[src/verilog/system_types_pkg.sv]
package system_types_pkg;

    // ----------------------------------------
    // virtual address space

    // 4 KiB pages
    localparam int VPN_WIDTH = 20;
    localparam int PO_WIDTH  = 12;

    // full virtual address
    typedef logic [31:0] va32_t;

    // virtual page number
    typedef logic [VPN_WIDTH-1:0] vpn_t;

    // word index within a page, byte bits dropped
    typedef logic [PO_WIDTH-3:0] po_word_t;

endpackage

[src/verilog/core_types_pkg.sv]
package core_types_pkg;

    import system_types_pkg::*;

    // ----------------------------------------
    // register file geometry

    localparam int PRF_COUNT          = 32;
    localparam int PRF_BANK_COUNT     = 4;
    localparam int LOG_PRF_BANK_COUNT = $clog2(PRF_BANK_COUNT);

    // ----------------------------------------
    // load unit queues

    localparam int LDU_CQ_ENTRIES     = 8;
    localparam int LOG_LDU_CQ_ENTRIES = $clog2(LDU_CQ_ENTRIES);
    localparam int LDU_IQ_ENTRIES     = 4;

    typedef logic [$clog2(PRF_COUNT)-1:0]  preg_t;
    typedef logic [LOG_PRF_BANK_COUNT-1:0] bank_t;
    typedef logic [LOG_LDU_CQ_ENTRIES-1:0] cq_index_t;
    typedef logic [3:0]                    byte_mask_t;
    typedef logic [31:0]                   word_t;

    // bit 1 marks word, bit 0 marks halfword, bit 2 unsigned
    typedef enum logic [3:0] {
        LB  = 4'b0000,
        LH  = 4'b0001,
        LW  = 4'b0010,
        LBU = 4'b0100,
        LHU = 4'b0101
    } ldu_op_t;

    // ----------------------------------------
    // structs between blocks

    typedef struct packed {
        ldu_op_t   op;
        logic [11:0] imm12;
        preg_t     src_preg;
        logic      src_ready;
        cq_index_t cq_index;
    } ldu_dispatch_t;

    typedef struct packed {
        ldu_op_t   op;
        logic [11:0] imm12;
        logic      A_forward;
        logic      A_is_zero;
        bank_t     A_bank;
        cq_index_t cq_index;
    } ldu_issue_t;

    typedef struct packed {
        logic  valid;
        preg_t preg;
    } prf_read_req_t;

    typedef struct packed {
        logic  valid;
        preg_t preg;
        word_t data;
    } prf_wb_t;

    typedef struct packed {
        logic       is_mq;
        logic       misaligned;
        vpn_t       VPN;
        po_word_t   PO_word;
        byte_mask_t byte_mask;
        cq_index_t  cq_index;
    } ldu_req_t;

endpackage

[src/verilog/ldu_issue_queue.sv]
`timescale 1ns/1ps

module ldu_issue_queue
    import core_types_pkg::*;
(
    input  logic          CLK,
    input  logic          nRST,

    // dispatch
    input  logic          dispatch_valid,
    input  ldu_dispatch_t dispatch,
    output logic          dispatch_ready,

    // writeback wakeup
    input  prf_wb_t       wb,

    // issue to address pipeline
    output logic          issue_valid,
    output ldu_issue_t    issue,
    input  logic          issue_ready,

    // operand read for the issued load
    output prf_read_req_t A_reg_read_req,
    input  logic          A_reg_read_ack
);

    typedef logic [$clog2(LDU_IQ_ENTRIES)-1:0] iq_index_t;

    // entry 0 is always the oldest
    ldu_dispatch_t [LDU_IQ_ENTRIES-1:0] entry_q, entry_d;
    logic [LDU_IQ_ENTRIES-1:0] valid_q, valid_d;
    logic [LDU_IQ_ENTRIES-1:0] rdy_q, rdy_d;
    logic [LDU_IQ_ENTRIES-1:0] woken;
    logic [LDU_IQ_ENTRIES-1:0] cand;

    iq_index_t issue_idx;
    iq_index_t free_idx;
    logic      issue_fire;
    logic      dispatch_fire;
    logic      dispatch_woken;

    logic      rd_valid_q;
    preg_t     rd_preg_q;

    // ----------------------------------------
    // wakeup and select

    always_comb begin
        for (int i = 0; i < LDU_IQ_ENTRIES; i++) begin
            woken[i] = valid_q[i] & wb.valid & (wb.preg == entry_q[i].src_preg);
            cand[i]  = valid_q[i] & (rdy_q[i] | woken[i]);
        end
        // last hit wins, so the lowest index is picked
        issue_idx = '0;
        for (int i = LDU_IQ_ENTRIES - 1; i >= 0; i--) begin
            if (cand[i]) begin
                issue_idx = iq_index_t'(i);
            end
        end
    end

    assign issue_valid    = |cand;
    assign issue_fire     = issue_valid & issue_ready;
    assign dispatch_ready = ~valid_q[LDU_IQ_ENTRIES-1];
    assign dispatch_fire  = dispatch_valid & dispatch_ready;
    assign dispatch_woken = wb.valid & (wb.preg == dispatch.src_preg);

    assign issue.op        = entry_q[issue_idx].op;
    assign issue.imm12     = entry_q[issue_idx].imm12;
    // woken this cycle, so the value is only on the forward bus next cycle
    assign issue.A_forward = woken[issue_idx] & ~rdy_q[issue_idx];
    assign issue.A_is_zero = entry_q[issue_idx].src_preg == '0;
    assign issue.A_bank    = bank_t'(entry_q[issue_idx].src_preg);
    assign issue.cq_index  = entry_q[issue_idx].cq_index;

    // ----------------------------------------
    // compaction and allocation

    always_comb begin
        valid_d = valid_q;
        entry_d = entry_q;
        rdy_d   = rdy_q | woken;
        if (issue_fire) begin
            for (int i = 0; i < LDU_IQ_ENTRIES - 1; i++) begin
                if (i >= issue_idx) begin
                    valid_d[i] = valid_q[i+1];
                    entry_d[i] = entry_q[i+1];
                    rdy_d[i]   = rdy_q[i+1] | woken[i+1];
                end
            end
            valid_d[LDU_IQ_ENTRIES-1] = 1'b0;
        end
        free_idx = '0;
        for (int i = LDU_IQ_ENTRIES - 1; i >= 0; i--) begin
            if (~valid_d[i]) begin
                free_idx = iq_index_t'(i);
            end
        end
        if (dispatch_fire) begin
            valid_d[free_idx] = 1'b1;
            entry_d[free_idx] = dispatch;
            rdy_d[free_idx]   = dispatch.src_ready | (dispatch.src_preg == '0) | dispatch_woken;
        end
    end

    always_ff @(posedge CLK, negedge nRST) begin
        if (~nRST) begin
            valid_q <= '0;
            rdy_q   <= '0;
        end else begin
            valid_q <= valid_d;
            rdy_q   <= rdy_d;
        end
    end

    always_ff @(posedge CLK) begin
        entry_q <= entry_d;
    end

    // ----------------------------------------
    // register read request

    // held until acked or replaced by the next issue
    always_ff @(posedge CLK, negedge nRST) begin
        if (~nRST) begin
            rd_valid_q <= 1'b0;
        end else if (issue_fire) begin
            rd_valid_q <= ~issue.A_forward & ~issue.A_is_zero;
        end else if (A_reg_read_ack) begin
            rd_valid_q <= 1'b0;
        end
    end

    always_ff @(posedge CLK) begin
        if (issue_fire) begin
            rd_preg_q <= entry_q[issue_idx].src_preg;
        end
    end

    assign A_reg_read_req.valid = rd_valid_q;
    assign A_reg_read_req.preg  = rd_preg_q;

endmodule

[src/verilog/prf_banked.sv]
`timescale 1ns/1ps

module prf_banked
    import core_types_pkg::*;
(
    input  logic          CLK,
    input  logic          nRST,

    input  prf_wb_t       wb,

    // external clients in priority order
    input  prf_read_req_t [1:0] ext_read_req,
    output word_t         [1:0] ext_read_data,

    // load unit operand read
    input  prf_read_req_t A_reg_read_req,
    output logic          A_reg_read_ack,
    output logic          A_reg_read_port,

    output word_t [PRF_BANK_COUNT-1:0][1:0] reg_read_data_by_bank_by_port,
    output word_t [PRF_BANK_COUNT-1:0]      forward_data_by_bank
);

    word_t reg_file [PRF_COUNT];

    logic  [PRF_BANK_COUNT-1:0][1:0] port_used;
    preg_t [PRF_BANK_COUNT-1:0][1:0] port_preg;
    logic  [1:0]                     ext_port;
    bank_t ext_bank;
    bank_t a_bank;

    // x0 is hardwired
    function automatic word_t read_reg(preg_t p);
        return (p == '0) ? '0 : reg_file[p];
    endfunction

    // ----------------------------------------
    // write port and forward bus

    always_ff @(posedge CLK) begin
        if (wb.valid && wb.preg != '0) begin
            reg_file[wb.preg] <= wb.data;
        end
    end

    // one cycle of forward data per bank
    always_ff @(posedge CLK, negedge nRST) begin
        if (~nRST) begin
            forward_data_by_bank <= '0;
        end else if (wb.valid) begin
            forward_data_by_bank[bank_t'(wb.preg)] <= wb.data;
        end
    end

    // ----------------------------------------
    // read port arbitration

    always_comb begin
        port_used = '0;
        port_preg = '0;
        ext_port  = '0;
        ext_bank  = '0;
        for (int i = 0; i < 2; i++) begin
            if (ext_read_req[i].valid) begin
                ext_bank = bank_t'(ext_read_req[i].preg);
                if (~port_used[ext_bank][0]) begin
                    port_used[ext_bank][0] = 1'b1;
                    port_preg[ext_bank][0] = ext_read_req[i].preg;
                end else begin
                    port_used[ext_bank][1] = 1'b1;
                    port_preg[ext_bank][1] = ext_read_req[i].preg;
                    ext_port[i]            = 1'b1;
                end
            end
        end

        // load unit takes whatever port is left
        a_bank          = bank_t'(A_reg_read_req.preg);
        A_reg_read_ack  = 1'b0;
        A_reg_read_port = 1'b0;
        if (A_reg_read_req.valid) begin
            if (~port_used[a_bank][0]) begin
                A_reg_read_ack         = 1'b1;
                port_preg[a_bank][0]   = A_reg_read_req.preg;
            end else if (~port_used[a_bank][1]) begin
                A_reg_read_ack         = 1'b1;
                A_reg_read_port        = 1'b1;
                port_preg[a_bank][1]   = A_reg_read_req.preg;
            end
        end
    end

    always_comb begin
        for (int b = 0; b < PRF_BANK_COUNT; b++) begin
            for (int p = 0; p < 2; p++) begin
                reg_read_data_by_bank_by_port[b][p] = read_reg(port_preg[b][p]);
            end
        end
        // external data comes out of the port each client was given
        for (int i = 0; i < 2; i++) begin
            ext_read_data[i] =
                reg_read_data_by_bank_by_port[bank_t'(ext_read_req[i].preg)][ext_port[i]];
        end
    end

endmodule

[src/verilog/ldu_addr_pipeline.sv]
`timescale 1ns/1ps

module ldu_addr_pipeline
    import system_types_pkg::*;
    import core_types_pkg::*;
(
    input  logic       CLK,
    input  logic       nRST,

    // issue from the queue
    input  logic       issue_valid,
    input  ldu_issue_t issue,
    output logic       issue_ready,

    // register file read result and forward bus
    input  logic       A_reg_read_ack,
    input  logic       A_reg_read_port,
    input  word_t [PRF_BANK_COUNT-1:0][1:0] reg_read_data_by_bank_by_port,
    input  word_t [PRF_BANK_COUNT-1:0]      forward_data_by_bank,

    // request toward TLB and cache
    output logic       REQ_valid,
    output ldu_req_t   REQ,
    input  logic       REQ_ack
);

    typedef enum logic [1:0] {
        REQ_IDLE,
        REQ_ACTIVE,
        REQ_MISALIGNED
    } req_state_t;

    logic stall_req;
    logic stall_oc;

    // OC stage
    logic       oc_valid;
    ldu_issue_t oc_issue;
    logic       oc_a_saved;
    word_t      oc_a_saved_data;
    word_t      oc_a;
    logic       oc_launch;
    logic       next_req_valid;

    // REQ stage
    req_state_t req_state, next_state;
    ldu_op_t    req_op;
    logic [11:0] req_imm12;
    word_t      req_base;
    cq_index_t  req_cq_index;
    va32_t      req_va;
    va32_t      req_out_va;
    logic       req_is_mq;
    logic       req_misaligned;
    byte_mask_t base_mask;
    logic [7:0] wide_mask;

    // ----------------------------------------
    // OC stage

    assign stall_oc = oc_valid & stall_req;

    // operand present from any source
    assign oc_launch = ~stall_oc
        & (oc_issue.A_is_zero | oc_a_saved | oc_issue.A_forward | A_reg_read_ack);

    assign issue_ready    = ~oc_valid | oc_launch;
    assign next_req_valid = oc_valid & oc_launch;

    always_comb begin
        if (oc_issue.A_is_zero) begin
            oc_a = '0;
        end else if (oc_a_saved) begin
            oc_a = oc_a_saved_data;
        end else if (oc_issue.A_forward) begin
            oc_a = forward_data_by_bank[oc_issue.A_bank];
        end else begin
            oc_a = reg_read_data_by_bank_by_port[oc_issue.A_bank][A_reg_read_port];
        end
    end

    always_ff @(posedge CLK, negedge nRST) begin
        if (~nRST) begin
            oc_valid   <= 1'b0;
            oc_a_saved <= 1'b0;
        end else if (issue_ready) begin
            oc_valid   <= issue_valid;
            oc_a_saved <= 1'b0;
        end else begin
            // forward data lasts one cycle, keep it
            oc_a_saved <= oc_a_saved | oc_issue.A_forward | A_reg_read_ack;
        end
    end

    always_ff @(posedge CLK) begin
        if (issue_ready) begin
            oc_issue <= issue;
        end
        oc_a_saved_data <= oc_a;
    end

    // ----------------------------------------
    // REQ stage

    always_ff @(posedge CLK) begin
        if (~stall_req) begin
            req_op       <= oc_issue.op;
            req_imm12    <= oc_issue.imm12;
            req_base     <= oc_a;
            req_cq_index <= oc_issue.cq_index;
        end
    end

    assign req_va = req_base + {{20{req_imm12[11]}}, req_imm12};

    // mask shifted by offset, upper half spills into the next word
    always_comb begin
        if (req_op[1]) begin
            base_mask = 4'b1111;
        end else if (req_op[0]) begin
            base_mask = 4'b0011;
        end else begin
            base_mask = 4'b0001;
        end
        wide_mask = {4'b0000, base_mask} << req_va[1:0];
    end

    assign req_misaligned = |wide_mask[7:4];

    // outputs and stall from the current state
    always_comb begin
        stall_req = 1'b0;
        REQ_valid = 1'b0;
        req_is_mq = 1'b0;
        case (req_state)
            REQ_ACTIVE: begin
                REQ_valid = 1'b1;
                stall_req = ~REQ_ack | req_misaligned;
            end
            REQ_MISALIGNED: begin
                REQ_valid = 1'b1;
                req_is_mq = 1'b1;
                stall_req = ~REQ_ack;
            end
            default: begin
                stall_req = 1'b0;
            end
        endcase
    end

    always_comb begin
        next_state = req_state;
        case (req_state)
            REQ_IDLE: begin
                next_state = next_req_valid ? REQ_ACTIVE : REQ_IDLE;
            end
            REQ_ACTIVE: begin
                if (REQ_ack && req_misaligned) begin
                    next_state = REQ_MISALIGNED;
                end else if (REQ_ack) begin
                    next_state = next_req_valid ? REQ_ACTIVE : REQ_IDLE;
                end
            end
            REQ_MISALIGNED: begin
                if (REQ_ack) begin
                    next_state = next_req_valid ? REQ_ACTIVE : REQ_IDLE;
                end
            end
            default: begin
                next_state = REQ_IDLE;
            end
        endcase
    end

    always_ff @(posedge CLK, negedge nRST) begin
        if (~nRST) begin
            req_state <= REQ_IDLE;
        end else begin
            req_state <= next_state;
        end
    end

    // second request goes to the next word
    assign req_out_va = req_is_mq ? req_va + 32'd4 : req_va;

    assign REQ.is_mq      = req_is_mq;
    assign REQ.misaligned = req_misaligned;
    assign REQ.VPN        = req_out_va[31 -: VPN_WIDTH];
    assign REQ.PO_word    = req_out_va[PO_WIDTH-1:2];
    assign REQ.byte_mask  = req_is_mq ? wide_mask[7:4] : wide_mask[3:0];
    assign REQ.cq_index   = req_cq_index;

endmodule

[src/verilog/ldu_top.sv]
`timescale 1ns/1ps

module ldu_top
    import core_types_pkg::*;
(
    input  logic          CLK,
    input  logic          nRST,

    // dispatch
    input  logic          dispatch_valid,
    input  ldu_dispatch_t dispatch,
    output logic          dispatch_ready,

    // writeback
    input  prf_wb_t       wb,

    // other register file clients
    input  prf_read_req_t [1:0] ext_read_req,
    output word_t         [1:0] ext_read_data,

    // request toward TLB and cache
    output logic          REQ_valid,
    output ldu_req_t      REQ,
    input  logic          REQ_ack
);

    logic          issue_valid;
    ldu_issue_t    issue;
    logic          issue_ready;

    prf_read_req_t A_reg_read_req;
    logic          A_reg_read_ack;
    logic          A_reg_read_port;

    word_t [PRF_BANK_COUNT-1:0][1:0] reg_read_data_by_bank_by_port;
    word_t [PRF_BANK_COUNT-1:0]      forward_data_by_bank;

    ldu_issue_queue u_iq (
        .CLK            (CLK),
        .nRST           (nRST),
        .dispatch_valid (dispatch_valid),
        .dispatch       (dispatch),
        .dispatch_ready (dispatch_ready),
        .wb             (wb),
        .issue_valid    (issue_valid),
        .issue          (issue),
        .issue_ready    (issue_ready),
        .A_reg_read_req (A_reg_read_req),
        .A_reg_read_ack (A_reg_read_ack)
    );

    prf_banked u_prf (
        .CLK                           (CLK),
        .nRST                          (nRST),
        .wb                            (wb),
        .ext_read_req                  (ext_read_req),
        .ext_read_data                 (ext_read_data),
        .A_reg_read_req                (A_reg_read_req),
        .A_reg_read_ack                (A_reg_read_ack),
        .A_reg_read_port               (A_reg_read_port),
        .reg_read_data_by_bank_by_port (reg_read_data_by_bank_by_port),
        .forward_data_by_bank          (forward_data_by_bank)
    );

    ldu_addr_pipeline u_pipe (
        .CLK                           (CLK),
        .nRST                          (nRST),
        .issue_valid                   (issue_valid),
        .issue                         (issue),
        .issue_ready                   (issue_ready),
        .A_reg_read_ack                (A_reg_read_ack),
        .A_reg_read_port               (A_reg_read_port),
        .reg_read_data_by_bank_by_port (reg_read_data_by_bank_by_port),
        .forward_data_by_bank          (forward_data_by_bank),
        .REQ_valid                     (REQ_valid),
        .REQ                           (REQ),
        .REQ_ack                       (REQ_ack)
    );

endmodule

[config.mk]
export PLATFORM = sky130hd
export DESIGN_NAME = ldu_top
export DESIGN_NICKNAME = d
export VERILOG_FILES = /design/src/verilog/system_types_pkg.sv /design/src/verilog/core_types_pkg.sv /design/src/verilog/ldu_issue_queue.sv /design/src/verilog/prf_banked.sv /design/src/verilog/ldu_addr_pipeline.sv /design/src/verilog/ldu_top.sv
export SDC_FILE = /design/constraint.sdc
export NUM_CORES = 2
export LEC_CHECK = 0
export BUFFER_PORTS_ARGS = -buffer_cell sky130_fd_sc_hd__buf_2
export CAP_MARGIN = 10
export CORE_ASPECT_RATIO = 0.8
export CORE_UTILIZATION = 50
export CTS_BUF_LIST = sky130_fd_sc_hd__clkbuf_4 sky130_fd_sc_hd__clkbuf_8 sky130_fd_sc_hd__clkbuf_16
export CTS_CLUSTER_DIAMETER = 120
export DETAILED_ROUTE_END_ITERATION = 12
export PLACE_DENSITY_LB_ADDON = 0.3
export SKIP_LAST_GASP = 1
export SLEW_MARGIN = 5
export SYNTH_ARGS = -nofsm -noshare
export SYNTH_HDL_FRONTEND = slang
export SYNTH_HIERARCHICAL = 1
export SYNTH_SLANG_ARGS = --single-unit
[constraint.sdc]
create_clock -name CLK -period 4.5 [get_ports CLK]
set_input_delay 0 -clock CLK [delete_from_list [all_inputs] [get_ports CLK]]
set_output_delay 0 -clock CLK [all_outputs]
set_load 0.01 [all_outputs]
==> metrics.txt <==
setup TNS -0.190 ns; number of global-route vias before repair 60699; failing checks setup timing; Starting Density 0.506; Die Span Y approximately 350 µm; Total Routed Length approximately 330000 µm; arrival time at the worst endpoint around 4.6 ns; CP Capture Type output pin; DP HPWL 234000 µm; largest net degree at the start of global routing between 60 and 70; worst min-delay path class in -> reg; worst skew pair latency between 0.8 and 0.9 ns; Worst EP required 4.50 ns; via count 65734; synth-to-layout area growth 18.1%; core box area 148000 µm²; RD Place Congestion 1.03; Pre-antenna DRT Iters 7; root buf cell clkbuf_16; Syn Inst Count 6900; DR WL/cell 34.3 µm; Global Route Usage Sum 0.425; Port Buffer Count between 150 and 200; critical path class reg -> out; die width between 400 and 500 µm; min setup slack post-route -0.0728 ns; RSZ-0062 raised after global routing true; Setup Viol. Count Final 6; worst IR drop on VDD 0.000567 V; Synth Cell Area 74900 µm²; fin area roughly 90000 µm²; antenna-violating nets left 0; global-route wire length before repair 455000 µm; dpl ws -0.230 ns; Tmin final 4.57 ns; Max Cap Viol 0; PwrDens just under 600 nW/µm²; Num CTS Buffers 145; Syn Area/Cell around 11 µm²; CTS H-tree lvls 4; initial antenna violation count 25; share of cells above drive strength 1 0.218; NumNets Final 7567; final core occ 0.597; DRT iter0 DRCs 10899; startpoint types flip-flop; Die Area 151000 µm²; CTS clk-pin slew, worst paths around 0.060 ns; drt drc 0; Slew Viols, Final 0; final hold viol count 0; GRT overflow 0; clock sinks 1357; fin crit share 1.02; Hold WS 0.0502 ns; Fmax achieved 0.219 GHz; Ports 184; worst slew pin tran 1.29 ns; Longest Clk Path Bufs 3; dpl cell area 81600 µm²; CTS tree built; Setup Skew 0.0303 ns; synth warn 6; P_leak 33.1 nW; Rel. slew slack 0.138; row cnt 126; worst-path fanout max 4; status complete, but fails checks; Vias/cell 6.87
==> worst max-delay path, stage by stage (launching register included) <==
cell	delay (ns)
edfxtp_1	0.55
ha_4	0.24
fa_2	0.40
a211oi_4	0.33
o21ai_4	0.13
a21o_1	0.23
a221o_2	0.42
nor4_4	0.23
nand3_4	0.13
nor4_4	0.27
nand4_1	0.17
buf_6	0.17
nor4_2	0.16
xor2_1	0.18
buf_2	0.15
==> where the power goes <==
part | leakage [nW] | switching (mW) | internal (mW) | total, mW
Sequential | 12.7 | 0.898 | 15.2 | 16.1
Combinational | 17.9 | 14.6 | 8.68 | 23.2
Clock | 2.48 | 5.33 | 7.23 | 12.6
Total | 33.1 | 20.8 | 31.1 | 51.8
==> cell type report <==
cell class / instances / area, µm²
repair buffers: 901 / 7650
multi-input cells: 4996 / 34100
flip-flops and latches: 1357 / 39100
clock inverters: 70 / 812
clock buffers: 194 / 4150
well taps: 1984 / 2480
fillers: 12068 / 59600
diodes: 11 / 27.5
inverters: 50 / 188
==> routing by layer <==
metal  track usage  vias up  routed length (µm)
met5       0.00675        -                 270
li1              -    27140                   -
met2         0.592     5128              135000
met4         0.227       22               20400
met3         0.113      835               43700
met1         0.601    32609              129000
==> worst paths after layout <==
| check | start | cells past startpoint | to | slack (ns) |
|---|---|---|---|---|
| worst max-delay path | u_pipe/req_base[0]$_DFFE_PP_ | 14 | REQ[36] | -0.07 |
| worst min-delay path | dispatch[14] | 4 | u_iq/entry_q[39]$_DFF_P_ | 0.05 |
| min in group asynchronous | nRST | 4 | u_prf/forward_data_by_bank[15]$_DFFE_PN0P_ | 0.34 |
| worst max register to register | u_iq/rd_preg_q[2]$_DFFE_PN_ | 20 | u_pipe/req_base[24]$_DFFE_PP_ | 0.02 |
| max in group asynchronous | nRST | 4 | u_prf/forward_data_by_bank[83]$_DFFE_PN0P_ | 3.42 |
| worst min register to register | u_pipe/oc_issue[0]$_DFFE_PN_ | 0 | u_pipe/req_cq_index[0]$_DFFE_PP_ | 0.42 |
==> metrics by stage <==
step                total power [mW]  std cells
CTS                             50.8       9534
global route                    53.4       9553
finish                          51.8       9563
global placement                37.7       9143
detailed placement              38.0       9143
floorplan                       29.1       6928
==> registers in the layout, indices dropped and copies added (netlist names) <==
register,count
u_iq/rdy_q,4
u_iq/rd_valid_q,1
u_iq/entry_q,88
u_pipe/oc_valid,1
u_prf/forward_data_by_bank,128
u_iq/valid_q,4
u_pipe/oc_a_saved,1
u_pipe/req_base,32
u_pipe/oc_a_saved_data,32
u_pipe/req_op,2
u_pipe/req_state,2
u_prf/reg_file,1021
u_pipe/oc_issue,21
u_pipe/req_cq_index,3
u_pipe/req_imm12,12
u_iq/rd_preg_q,5
==> what timing repair did <==
action | in CTS | in global routing
endpoints found under the hold margin | 1350 | 0
pin swaps | 18 | 14
setup buffers | 27 | 16
setup endpoints to repair | 65 | 57
cloned | 4 | 2
resized for setup | 35 | 60
hold buffers | 96 | 0
==> layout by cell type (no fill, tap or decap), types with 41 or more instances in the layout <==
cell,count
a211oi_1,107
a21oi_1,324
a22oi_1,41
a311oi_1,46
a31oi_1,124
and2_1,43
and3_1,86
buf_12,81
buf_2,179
buf_4,537
clkbuf_16,150
dfrtp_1,140
dfxtp_1,98
dlygate4sd3_1,95
edfxtp_1,1118
inv_1,49
mux2_2,187
mux2i_1,463
mux4_2,158
nand2_1,1394
nand3_1,397
nor2_1,372
nor3_1,45
o211ai_1,59
o21ai_0,208
o22ai_1,57
Power figures use the tool's default switching activity.
